[src/hw/rv_isa_pkg.sv]
// RV32I encodings and the control types shared by the core's data path and control unit
// import with rv_isa_pkg::* in the module header where needed
package rv_isa_pkg;

  typedef enum logic [6:0] {
    OPC_LUI    = 7'b0110111,
    OPC_AUIPC  = 7'b0010111,
    OPC_JAL    = 7'b1101111,
    OPC_JALR   = 7'b1100111,
    OPC_BRANCH = 7'b1100011,
    OPC_LOAD   = 7'b0000011,
    OPC_STORE  = 7'b0100011,
    OPC_OP_IMM = 7'b0010011,
    OPC_OP     = 7'b0110011
  } opcode_t;

  typedef enum logic [4:0] {
    ALU_ADD    = 5'd0,
    ALU_SUB    = 5'd1,
    ALU_SLL    = 5'd2,
    ALU_SLT    = 5'd3,
    ALU_SLTU   = 5'd4,
    ALU_XOR    = 5'd5,
    ALU_SRL    = 5'd6,
    ALU_SRA    = 5'd7,
    ALU_OR     = 5'd8,
    ALU_AND    = 5'd9,
    ALU_SEQ    = 5'd10, // 1 when operands are equal
    ALU_PASS_B = 5'd11
  } alu_function_t;

  typedef enum logic [1:0] {
    NEXT_PC_PLUS_4   = 2'd0,
    NEXT_PC_PLUS_IMM = 2'd1,
    NEXT_PC_ALU      = 2'd2, // jalr target with bit 0 cleared
    NEXT_PC_HOLD     = 2'd3
  } next_pc_sel_t;

  typedef enum logic [2:0] {
    WB_ALU       = 3'd0,
    WB_MEM       = 3'd1,
    WB_PC_PLUS_4 = 3'd2,
    WB_IMM       = 3'd3
  } writeback_sel_t;

  localparam logic OP_A_RS1 = 1'b0;
  localparam logic OP_A_PC  = 1'b1;
  localparam logic OP_B_RS2 = 1'b0;
  localparam logic OP_B_IMM = 1'b1;

  typedef struct packed {
    logic           pc_write_enable;
    logic           regfile_write_enable;
    logic           alu_operand_a_select;
    logic           alu_operand_b_select;
    writeback_sel_t reg_writeback_select;
    next_pc_sel_t   next_pc_select;
    alu_function_t  alu_function;
  } ctrl_t;

  typedef struct packed {
    opcode_t     opcode;
    logic [2:0]  funct3;
    logic [6:0]  funct7;
    logic [4:0]  rd;
    logic [4:0]  rs1;
    logic [4:0]  rs2;
    logic [31:0] immediate;
  } inst_fields_t;

endpackage

[src/hw/rv_bus_pkg.sv]
// APB request and response bundles for the core's data memory port
// import with rv_bus_pkg::* in the module header where needed
package rv_bus_pkg;

  localparam int APB_ADDR_WIDTH = 32;
  localparam int APB_DATA_WIDTH = 32;

  typedef struct packed {
    logic [APB_ADDR_WIDTH-1:0] paddr;
    logic [APB_DATA_WIDTH-1:0] pwdata;
    logic                      psel;
    logic                      penable;
    logic                      pwrite;
  } apb_req_t;

  typedef struct packed {
    logic [APB_DATA_WIDTH-1:0] prdata;
    logic                      pready;
  } apb_rsp_t;

endpackage

[src/hw/instruction_decoder.sv]
// Splits an RV32I instruction word into its fields
// and builds the sign-extended immediate for the instruction's format
`timescale 1ns/1ps

module instruction_decoder import rv_isa_pkg::*; (
  input  logic [31:0]  inst,
  output inst_fields_t fields
);

  opcode_t opcode;

  assign opcode = opcode_t'(inst[6:0]);

  always_comb begin
    fields.opcode = opcode;
    fields.funct3 = inst[14:12];
    fields.funct7 = inst[31:25];
    fields.rd     = inst[11:7];
    fields.rs1    = inst[19:15];
    fields.rs2    = inst[24:20];

    case (opcode)
      OPC_OP_IMM, OPC_LOAD, OPC_JALR:
        fields.immediate = {{20{inst[31]}}, inst[31:20]};
      OPC_STORE:
        fields.immediate = {{20{inst[31]}}, inst[31:25], inst[11:7]};
      OPC_BRANCH:
        fields.immediate = {{19{inst[31]}}, inst[31], inst[7], inst[30:25], inst[11:8], 1'b0};
      OPC_LUI, OPC_AUIPC:
        fields.immediate = {inst[31:12], 12'b0};
      OPC_JAL:
        fields.immediate = {{11{inst[31]}}, inst[31], inst[19:12], inst[20], inst[30:21], 1'b0};
      default:
        fields.immediate = 32'b0; // OP has no immediate
    endcase
  end

endmodule

[src/hw/regfile.sv]
// 32 x 32 integer register file with x0 hard-wired to zero
// two combinational read ports, one write port on the rising edge
`timescale 1ns/1ps

module regfile (
  input  logic        clock,
  input  logic        write_enable,
  input  logic [4:0]  rd_address,
  input  logic [4:0]  rs1_address,
  input  logic [4:0]  rs2_address,
  input  logic [31:0] rd_data,
  output logic [31:0] rs1_data,
  output logic [31:0] rs2_data
);

  logic [31:0] regs [32];

  always_ff @(posedge clock) begin
    if (write_enable && rd_address != 5'd0)
      regs[rd_address] <= rd_data;
  end

  // entry 0 is never written, so it is masked on read
  assign rs1_data = (rs1_address == 5'd0) ? 32'b0 : regs[rs1_address];
  assign rs2_data = (rs2_address == 5'd0) ? 32'b0 : regs[rs2_address];

endmodule

[src/hw/alu.sv]
// RV32I arithmetic, logic, shift and compare unit
// the zero flag is what the control unit uses to resolve branches
`timescale 1ns/1ps

module alu import rv_isa_pkg::*; (
  input  alu_function_t alu_function,
  input  logic [31:0]   operand_a,
  input  logic [31:0]   operand_b,
  output logic [31:0]   result,
  output logic          result_equal_zero
);

  logic [4:0] shamt;

  assign shamt = operand_b[4:0];

  always_comb begin
    case (alu_function)
      ALU_ADD:    result = operand_a + operand_b;
      ALU_SUB:    result = operand_a - operand_b;
      ALU_SLL:    result = operand_a << shamt;
      ALU_SLT:    result = {31'b0, $signed(operand_a) < $signed(operand_b)};
      ALU_SLTU:   result = {31'b0, operand_a < operand_b};
      ALU_XOR:    result = operand_a ^ operand_b;
      ALU_SRL:    result = operand_a >> shamt;
      ALU_SRA:    result = $unsigned($signed(operand_a) >>> shamt);
      ALU_OR:     result = operand_a | operand_b;
      ALU_AND:    result = operand_a & operand_b;
      ALU_SEQ:    result = {31'b0, operand_a == operand_b};
      ALU_PASS_B: result = operand_b;
      default:    result = 32'b0;
    endcase
  end

  assign result_equal_zero = (result == 32'b0);

endmodule

[src/hw/singlecycle_datapath.sv]
// Single-cycle RV32I data path: PC register, register file, ALU and the selects around them
// all selects and write enables come from the control unit through ctrl
`timescale 1ns/1ps

module singlecycle_datapath import rv_isa_pkg::*; #(
  parameter logic [31:0] INITIAL_PC = 32'h0000_0000
) (
  input  logic        clock,
  input  logic        rst,
  input  logic [31:0] inst,
  input  ctrl_t       ctrl,
  input  logic [31:0] mem_read_data,
  output logic [31:0] pc,
  output logic [31:0] data_mem_address,
  output logic [31:0] data_mem_write_data,
  output opcode_t     opcode,
  output logic [2:0]  funct3,
  output logic [6:0]  funct7,
  output logic        alu_result_equal_zero
);

  inst_fields_t fields;
  logic [31:0]  rs1_data;
  logic [31:0]  rs2_data;
  logic [31:0]  operand_a;
  logic [31:0]  operand_b;
  logic [31:0]  alu_result;
  logic [31:0]  pc_plus_4;
  logic [31:0]  pc_plus_imm;
  logic [31:0]  next_pc;
  logic [31:0]  writeback_data;

  instruction_decoder i_instruction_decoder (
    .inst   (inst),
    .fields (fields)
  );

  regfile i_regfile (
    .clock        (clock),
    .write_enable (ctrl.regfile_write_enable),
    .rd_address   (fields.rd),
    .rs1_address  (fields.rs1),
    .rs2_address  (fields.rs2),
    .rd_data      (writeback_data),
    .rs1_data     (rs1_data),
    .rs2_data     (rs2_data)
  );

  assign operand_a = (ctrl.alu_operand_a_select == OP_A_PC) ? pc : rs1_data;
  assign operand_b = (ctrl.alu_operand_b_select == OP_B_IMM) ? fields.immediate : rs2_data;

  alu i_alu (
    .alu_function      (ctrl.alu_function),
    .operand_a         (operand_a),
    .operand_b         (operand_b),
    .result            (alu_result),
    .result_equal_zero (alu_result_equal_zero)
  );

  assign pc_plus_4   = pc + 32'd4;
  assign pc_plus_imm = pc + fields.immediate; // branch and jal target

  always_comb begin
    case (ctrl.next_pc_select)
      NEXT_PC_PLUS_4:   next_pc = pc_plus_4;
      NEXT_PC_PLUS_IMM: next_pc = pc_plus_imm;
      NEXT_PC_ALU:      next_pc = {alu_result[31:1], 1'b0};
      default:          next_pc = pc;
    endcase
  end

  always_ff @(posedge clock) begin
    if (rst)
      pc <= INITIAL_PC;
    else if (ctrl.pc_write_enable)
      pc <= next_pc;
  end

  always_comb begin
    case (ctrl.reg_writeback_select)
      WB_MEM:       writeback_data = mem_read_data;
      WB_PC_PLUS_4: writeback_data = pc_plus_4; // link address of jal and jalr
      WB_IMM:       writeback_data = fields.immediate;
      default:      writeback_data = alu_result;
    endcase
  end

  // loads and stores compute rs1 + offset in the ALU
  assign data_mem_address    = alu_result;
  assign data_mem_write_data = rs2_data;

  assign opcode = fields.opcode;
  assign funct3 = fields.funct3;
  assign funct7 = fields.funct7;

endmodule

[src/hw/control_unit.sv]
// Combinational control for the single-cycle core
// loads and stores hold the PC until the APB data port reports mem_done
`timescale 1ns/1ps

module control_unit import rv_isa_pkg::*; (
  input  opcode_t    opcode,
  input  logic [2:0] funct3,
  input  logic [6:0] funct7,
  input  logic       alu_result_equal_zero,
  input  logic       mem_done,
  output ctrl_t      ctrl,
  output logic       mem_start,
  output logic       mem_write
);

  // alt selects sub for add and sra for srl
  function automatic alu_function_t alu_from_funct3(input logic [2:0] f3, input logic alt);
    case (f3)
      3'b000:  return alt ? ALU_SUB : ALU_ADD;
      3'b001:  return ALU_SLL;
      3'b010:  return ALU_SLT;
      3'b011:  return ALU_SLTU;
      3'b100:  return ALU_XOR;
      3'b101:  return alt ? ALU_SRA : ALU_SRL;
      3'b110:  return ALU_OR;
      default: return ALU_AND;
    endcase
  endfunction

  logic branch_taken;

  // beq, blt and bltu take the branch on a 1 result, the odd funct3 forms on a 0 result
  assign branch_taken = (alu_result_equal_zero == funct3[0]);

  always_comb begin
    ctrl                      = '0;
    ctrl.pc_write_enable      = 1'b1;
    ctrl.alu_operand_a_select = OP_A_RS1;
    ctrl.alu_operand_b_select = OP_B_IMM;
    ctrl.reg_writeback_select = WB_ALU;
    ctrl.next_pc_select       = NEXT_PC_PLUS_4;
    ctrl.alu_function         = ALU_ADD;
    mem_start                 = 1'b0;
    mem_write                 = 1'b0;

    case (opcode)
      OPC_LUI: begin
        ctrl.regfile_write_enable = 1'b1;
        ctrl.alu_function         = ALU_PASS_B;
        ctrl.reg_writeback_select = WB_IMM;
      end
      OPC_AUIPC: begin
        ctrl.regfile_write_enable = 1'b1;
        ctrl.alu_operand_a_select = OP_A_PC;
      end
      OPC_JAL: begin
        ctrl.regfile_write_enable = 1'b1;
        ctrl.reg_writeback_select = WB_PC_PLUS_4;
        ctrl.next_pc_select       = NEXT_PC_PLUS_IMM;
      end
      OPC_JALR: begin
        ctrl.regfile_write_enable = 1'b1;
        ctrl.reg_writeback_select = WB_PC_PLUS_4;
        ctrl.next_pc_select       = NEXT_PC_ALU;
      end
      OPC_BRANCH: begin
        ctrl.alu_operand_b_select = OP_B_RS2;
        case (funct3[2:1])
          2'b10:   ctrl.alu_function = ALU_SLT;
          2'b11:   ctrl.alu_function = ALU_SLTU;
          default: ctrl.alu_function = ALU_SEQ;
        endcase
        ctrl.next_pc_select = branch_taken ? NEXT_PC_PLUS_IMM : NEXT_PC_PLUS_4;
      end
      OPC_OP_IMM: begin
        ctrl.regfile_write_enable = 1'b1;
        ctrl.alu_function = alu_from_funct3(funct3, funct3 == 3'b101 && funct7[5]);
      end
      OPC_OP: begin
        ctrl.regfile_write_enable = 1'b1;
        ctrl.alu_operand_b_select = OP_B_RS2;
        ctrl.alu_function         = alu_from_funct3(funct3, funct7[5]);
      end
      OPC_LOAD: begin
        ctrl.pc_write_enable      = mem_done;
        ctrl.regfile_write_enable = mem_done; // load data arrives with pready
        ctrl.reg_writeback_select = WB_MEM;
        mem_start                 = !mem_done;
      end
      OPC_STORE: begin
        ctrl.pc_write_enable = mem_done;
        mem_start            = !mem_done;
        mem_write            = 1'b1;
      end
      default: begin
        ctrl.pc_write_enable = 1'b0; // the core stops at an unknown opcode
        ctrl.next_pc_select  = NEXT_PC_HOLD;
      end
    endcase
  end

endmodule

[src/hw/apb_data_port.sv]
// APB requester for the core's data memory, one transfer per load or store
// mem_done pulses in the access cycle that sees pready
`timescale 1ns/1ps

module apb_data_port import rv_bus_pkg::*; (
  input  logic        clock,
  input  logic        rst,
  input  logic        mem_start,
  input  logic        mem_write,
  input  logic [31:0] address,
  input  logic [31:0] write_data,
  input  apb_rsp_t    apb_rsp,
  output apb_req_t    apb_req,
  output logic        mem_done,
  output logic [31:0] mem_read_data
);

  typedef enum logic [1:0] {IDLE, SETUP, ACCESS} state_t;

  state_t      state;
  logic [31:0] address_q;
  logic [31:0] write_data_q;
  logic        write_q;

  always_ff @(posedge clock) begin
    if (rst) begin
      state   <= IDLE;
      write_q <= 1'b0;
    end else begin
      case (state)
        IDLE: if (mem_start) begin
          state   <= SETUP;
          write_q <= mem_write;
        end
        SETUP:   state <= ACCESS;
        default: if (apb_rsp.pready) state <= IDLE;
      endcase
    end
  end

  // request payload is captured once and held until the transfer ends
  always_ff @(posedge clock) begin
    if (state == IDLE && mem_start) begin
      address_q    <= address;
      write_data_q <= write_data;
    end
  end

  assign apb_req.paddr   = address_q;
  assign apb_req.pwdata  = write_data_q;
  assign apb_req.pwrite  = write_q;
  assign apb_req.psel    = (state != IDLE);
  assign apb_req.penable = (state == ACCESS);

  assign mem_done      = (state == ACCESS) && apb_rsp.pready;
  assign mem_read_data = apb_rsp.prdata;

endmodule

[src/hw/rv_core.sv]
// Top level of the single-cycle RV32I core
// instruction fetch is combinational on pc/inst, data memory goes over APB
`timescale 1ns/1ps

module rv_core import rv_isa_pkg::*, rv_bus_pkg::*; #(
  parameter logic [31:0] INITIAL_PC = 32'h0000_0000
) (
  input  logic        clock,
  input  logic        rst,
  output logic [31:0] pc,
  input  logic [31:0] inst,
  output apb_req_t    apb_req,
  input  apb_rsp_t    apb_rsp
);

  ctrl_t       ctrl;
  opcode_t     opcode;
  logic [2:0]  funct3;
  logic [6:0]  funct7;
  logic        alu_result_equal_zero;
  logic [31:0] data_mem_address;
  logic [31:0] data_mem_write_data;
  logic [31:0] mem_read_data;
  logic        mem_start;
  logic        mem_write;
  logic        mem_done;

  singlecycle_datapath #(.INITIAL_PC(INITIAL_PC)) i_singlecycle_datapath (
    .clock                 (clock),
    .rst                   (rst),
    .inst                  (inst),
    .ctrl                  (ctrl),
    .mem_read_data         (mem_read_data),
    .pc                    (pc),
    .data_mem_address      (data_mem_address),
    .data_mem_write_data   (data_mem_write_data),
    .opcode                (opcode),
    .funct3                (funct3),
    .funct7                (funct7),
    .alu_result_equal_zero (alu_result_equal_zero)
  );

  control_unit i_control_unit (
    .opcode                (opcode),
    .funct3                (funct3),
    .funct7                (funct7),
    .alu_result_equal_zero (alu_result_equal_zero),
    .mem_done              (mem_done),
    .ctrl                  (ctrl),
    .mem_start             (mem_start),
    .mem_write             (mem_write)
  );

  apb_data_port i_apb_data_port (
    .clock         (clock),
    .rst           (rst),
    .mem_start     (mem_start),
    .mem_write     (mem_write),
    .address       (data_mem_address),
    .write_data    (data_mem_write_data),
    .apb_rsp       (apb_rsp),
    .apb_req       (apb_req),
    .mem_done      (mem_done),
    .mem_read_data (mem_read_data)
  );

endmodule

[config.mk]
export PLATFORM = sky130hd
export DESIGN_NAME = rv_core
export DESIGN_NICKNAME = d
export VERILOG_FILES = /design/src/hw/rv_isa_pkg.sv /design/src/hw/rv_bus_pkg.sv /design/src/hw/instruction_decoder.sv /design/src/hw/regfile.sv /design/src/hw/alu.sv /design/src/hw/singlecycle_datapath.sv /design/src/hw/control_unit.sv /design/src/hw/apb_data_port.sv /design/src/hw/rv_core.sv
export SDC_FILE = /design/constraint.sdc
export NUM_CORES = 2
export LEC_CHECK = 0
export ABC_CLOCK_PERIOD_IN_PS = 11710
export BUFFER_PORTS_ARGS = -buffer_cell sky130_fd_sc_hd__buf_4
export CAP_MARGIN = 20
export CORE_ASPECT_RATIO = 0.5
export CORE_MARGIN = 3
export CORE_UTILIZATION = 40
export CTS_BUF_LIST = sky130_fd_sc_hd__clkbuf_4 sky130_fd_sc_hd__clkbuf_8
export DETAILED_ROUTE_END_ITERATION = 12
export REMOVE_ABC_BUFFERS = 1
export SLEW_MARGIN = 20
export SYNTH_ARGS = -nofsm -noshare
export SYNTH_HDL_FRONTEND = slang
export SYNTH_SLANG_ARGS = --single-unit
[constraint.sdc]
create_clock -name clock -period 11.71 [get_ports clock]
set_input_delay 0 -clock clock [delete_from_list [all_inputs] [get_ports clock]]
set_output_delay 0 -clock clock [all_outputs]
set_load 0.01 [all_outputs]
==> metrics.yaml <==
grt_usage: 0.317
synth_top_cell_by_area: "edfxtp_1"
io_buffers: 165
ys_warn_count: 0
core_area_mm2: 0.161
drv_slew: 0
fin_worst_skew_ns: 0.0699
critPathTopFamily: "compound AO/OA/AOI/OAI gates"
tns_ns: 0
path_buf_inv: 1
switching_share: 0.296
antenna_found_initial: 10
ys_types: 116
status: "finished with violations"
routed_wl_um: 272000
ant_nets: 0
routedWlPerCell_um: 37.1
path_clk_slew_ns: 0.07
dp_slack_ns: 2.05
max_cap_violations: 0
synth_area_leaders: "edfxtp_1, mux4_2, mux2i_1"
yosysTopAreaCellShare: 0.500
grt_pass1_vias: 48500
fin_hold_ws_ns: -0.0211
fin_nets: 5235
initial_core_util: 0.404
power_frac_clock: 0.343
die_w_um: 577
cts_buffer_depth: 3
grt_max_degree: 81
yosysSeqAreaShare: 0.511
fmax_mhz: 107
place_congestion: 1.05
min_period_ns: 9.38
max_slew_margin: 0.163
drt_iter0_drc: 8847
cp_data_required_time_ns: 12.51
synth_seq_cells: 1123
numCtsBuffers: 174
layout_setup_ws_ns: 2.33
cts_max_level: 4
rows: 104
syn_area_per_cell_um2: 13.8
route.detailed.drc: 0
cts_resized: 0
crit_cells: 23
ys.flop_type: "edfxtp_1"
synthArstFlopShare: 0
startpoint: "i_singlecycle_datapath.i_regfile.regs[12][16]"
worstSetupEndpointType: "flop"
clk_root_buffer_cell: "clkbuf_8"
worstSkewPairLatency_ns: 0.93
start_kind: "flop"
endpoint: "i_singlecycle_datapath.pc[31]"
crit_type: "reg -> reg"
sequentialPowerShare: 0.475
die_h_um: 292
hpwlAfterDp_um: 185000
netSwitchingPower_w: 0.00288
area_growth_syn_to_layout_pct: 12.9
violations: "hold timing"
r2r_start: "i_singlecycle_datapath.i_regfile.regs[12][16]"
synth_edf_count: 1088
slowest_stage: "mux2i_1"
routed_via_density: 6.86
worst_r2r_path_depth: 23
gr-total-overflow: 0
rsz0062_at_grt: "no"
synthCells: 4746
hold_viol_final: 27
path_max_fanout: 18
tightest_slew_ns: 1.25
dr.pass1.iters: 6
clock_sinks: 1123
cp.arrival_ns: 10.19
yosys-top-cells-count: "edfxtp_1, mux4_2, nor2_1, nand2_1, mux2i_1"
critical_path.reg2reg.endpoint: "i_singlecycle_datapath.pc[31]"
p_per_area_mw_per_mm2: 132
combPwrFrac: 0.182
peakVddDrop_mv: 0.121
syn_area_mm2: 0.0653
r2r_setup_slack_ns: 2.33
fin_crit_sh: 0.801
drive_above_1_share: 0.258
synth_most_common_cell: "edfxtp_1"
vias: 50300
cts_tree: "done"
holdCritPathClass: "in -> reg"
fp.dieArea_mm2: 0.168
slowest_delay_ns: 0.76
p_int_w: 0.00686
power.static_leakage_nw: 25.3
io_pins: 166
grt_pass1_wl_um: 378000
path_cells: "mux4_2 -> mux4_2 -> mux2i_1 -> nor3_1 -> a21oi_1 -> ha_1 -> a2111oi_0 -> o32ai_1 -> o41ai_1 -> a2111oi_0 -> a21o_1 -> nor2_1 -> nor2_1 -> o21ai_0 -> o2111ai_1 -> or4b_4 -> nor4_4 -> nand4_1 -> nand3b_1 -> ha_1 -> o21ai_0 -> dlygate4sd3_1 -> a211oi_1"
setup_violations: 0
## how the worst min path moves through the flow
stage | slack, ns | end | from | cells past startpoint
global route | 0.02 | i_singlecycle_datapath.i_regfile.regs[1][7] | apb_rsp[8] | 4
CTS | 0.006 | i_singlecycle_datapath.i_regfile.regs[1][28] | apb_rsp[29] | 4
floorplan | 0.07 | i_singlecycle_datapath.pc[0] | rst | 1
detailed placement | 0.34 | i_apb_data_port.state[0] | apb_rsp[0] | 4
global placement | 0.34 | i_apb_data_port.state[0] | apb_rsp[0] | 4
finish | -0.02 | i_singlecycle_datapath.i_regfile.regs[1][7] | apb_rsp[8] | 4
## power groups by stage
stage          sequential, W  clock, W  combinational, W
6_report             0.00463   0.00334           0.00177
2_1_floorplan        0.00471         0          0.000861
5_1_grt              0.00462   0.00356           0.00182
3_3_place_gp         0.00471         0           0.00166
3_5_place_dp         0.00471         0           0.00168
4_1_cts              0.00463   0.00337           0.00170
## tightest hold or removal path: cells and delay by family
kind | cells | cell delay, ns
and+or+nand+nor | 1 | 0.05
AOI/OAI and AO/OA | 2 | 0.46
buffers and inverters | 1 | 0.12
## final cells by class
type,instances,area [um^2]
clock inverter,88,637
fill,14200,87800
inverter,129,489
clock buffer,223,2780
sequential,1123,33400
timing repair buffer,410,3380
multi-input combinational,3180,30300
antenna,7,17.5
tap,2173,2720
## timing repair
action	CTS	global route
hold endpoints to repair	985	0
buffers inserted	0	0
hold buffers	47	0
setup endpoints to repair	0	0
## through the flow
step | power [W] | instances | area [um^2] | utilization | hold slack, ns
2_1_floorplan | 0.00557 | 4432 | 63700 | - | 0.0691
5_1_grt | 0.0100 | 7327 | 73700 | 0.456 | 0.0153
3_5_place_dp | 0.00639 | 6968 | 69800 | 0.432 | 0.340
4_1_cts | 0.00969 | 7326 | 73700 | 0.456 | 0.00625
3_3_place_gp | 0.00637 | 6964 | 69700 | 0.432 | 0.336
6_report | 0.00974 | 7333 | 73700 | 0.456 | -0.0211
## routing by layer
layer	vias to the layer above	share of wire	wire length, um	track usage
met5	-	0.000077	21	0
met4	4	0.050	13700	0.146
met3	738	0.14	37800	0.0976
li1	19800	-	-	-
met1	25700	0.38	103000	0.433
met2	3992	0.43	118000	0.463
## sequential cells by signal, summed over array words and instances (netlist names)
signal	count
i_apb_data_port.address_q	32
i_apb_data_port.state	2
i_apb_data_port.write_data_q	32
i_singlecycle_datapath.i_regfile.regs	1024
i_apb_data_port.write_q	1
i_singlecycle_datapath.pc	32
## kinds of logic after synthesis
group,after synthesis,synth area share
AOI/OAI and AO/OA,1056,0.114
xor gates and xnor gates,67,0.00899
adders and majority gates,150,0.0291
buffers and inverters,474,0.0332
DFF,1123,0.511
muxes,782,0.223
other,1,0.0000574
and+or+nand+nor,1093,0.0802
## cell usage in the layout (no fill, tap or decap), types with 27 or more instances in the layout
| cell type | Yosys | final |
|---|---|---|
| a211oi_1 | 44 | 44 |
| a21o_1 | 48 | 48 |
| a21oi_1 | 211 | 203 |
| a221oi_1 | 29 | 28 |
| a22o_1 | 27 | 27 |
| a22oi_1 | 82 | 81 |
| and2_1 | 32 | 30 |
| and3_1 | 43 | 43 |
| buf_4 | 23 | 345 |
| clkbuf_4 | 0 | 47 |
| clkbuf_8 | 0 | 176 |
| clkinv_1 | 0 | 55 |
| conb_1 | 1 | 32 |
| dfxtp_1 | 35 | 35 |
| dlygate4sd3_1 | 0 | 47 |
| edfxtp_1 | 1088 | 1088 |
| ha_1 | 147 | 147 |
| inv_1 | 112 | 112 |
| mux2_2 | 34 | 34 |
| mux2i_1 | 213 | 213 |
| mux4_2 | 526 | 526 |
| nand2_1 | 290 | 290 |
| nand2b_1 | 28 | 28 |
| nand3_1 | 101 | 101 |
| nor2_1 | 319 | 287 |
| nor2_4 | 0 | 29 |
| nor3_1 | 103 | 96 |
| o211ai_1 | 65 | 65 |
| o21ai_0 | 171 | 165 |
| o221ai_1 | 28 | 28 |
| o22ai_1 | 38 | 38 |
| xnor2_1 | 45 | 45 |
Power figures use the tool's default switching activity.
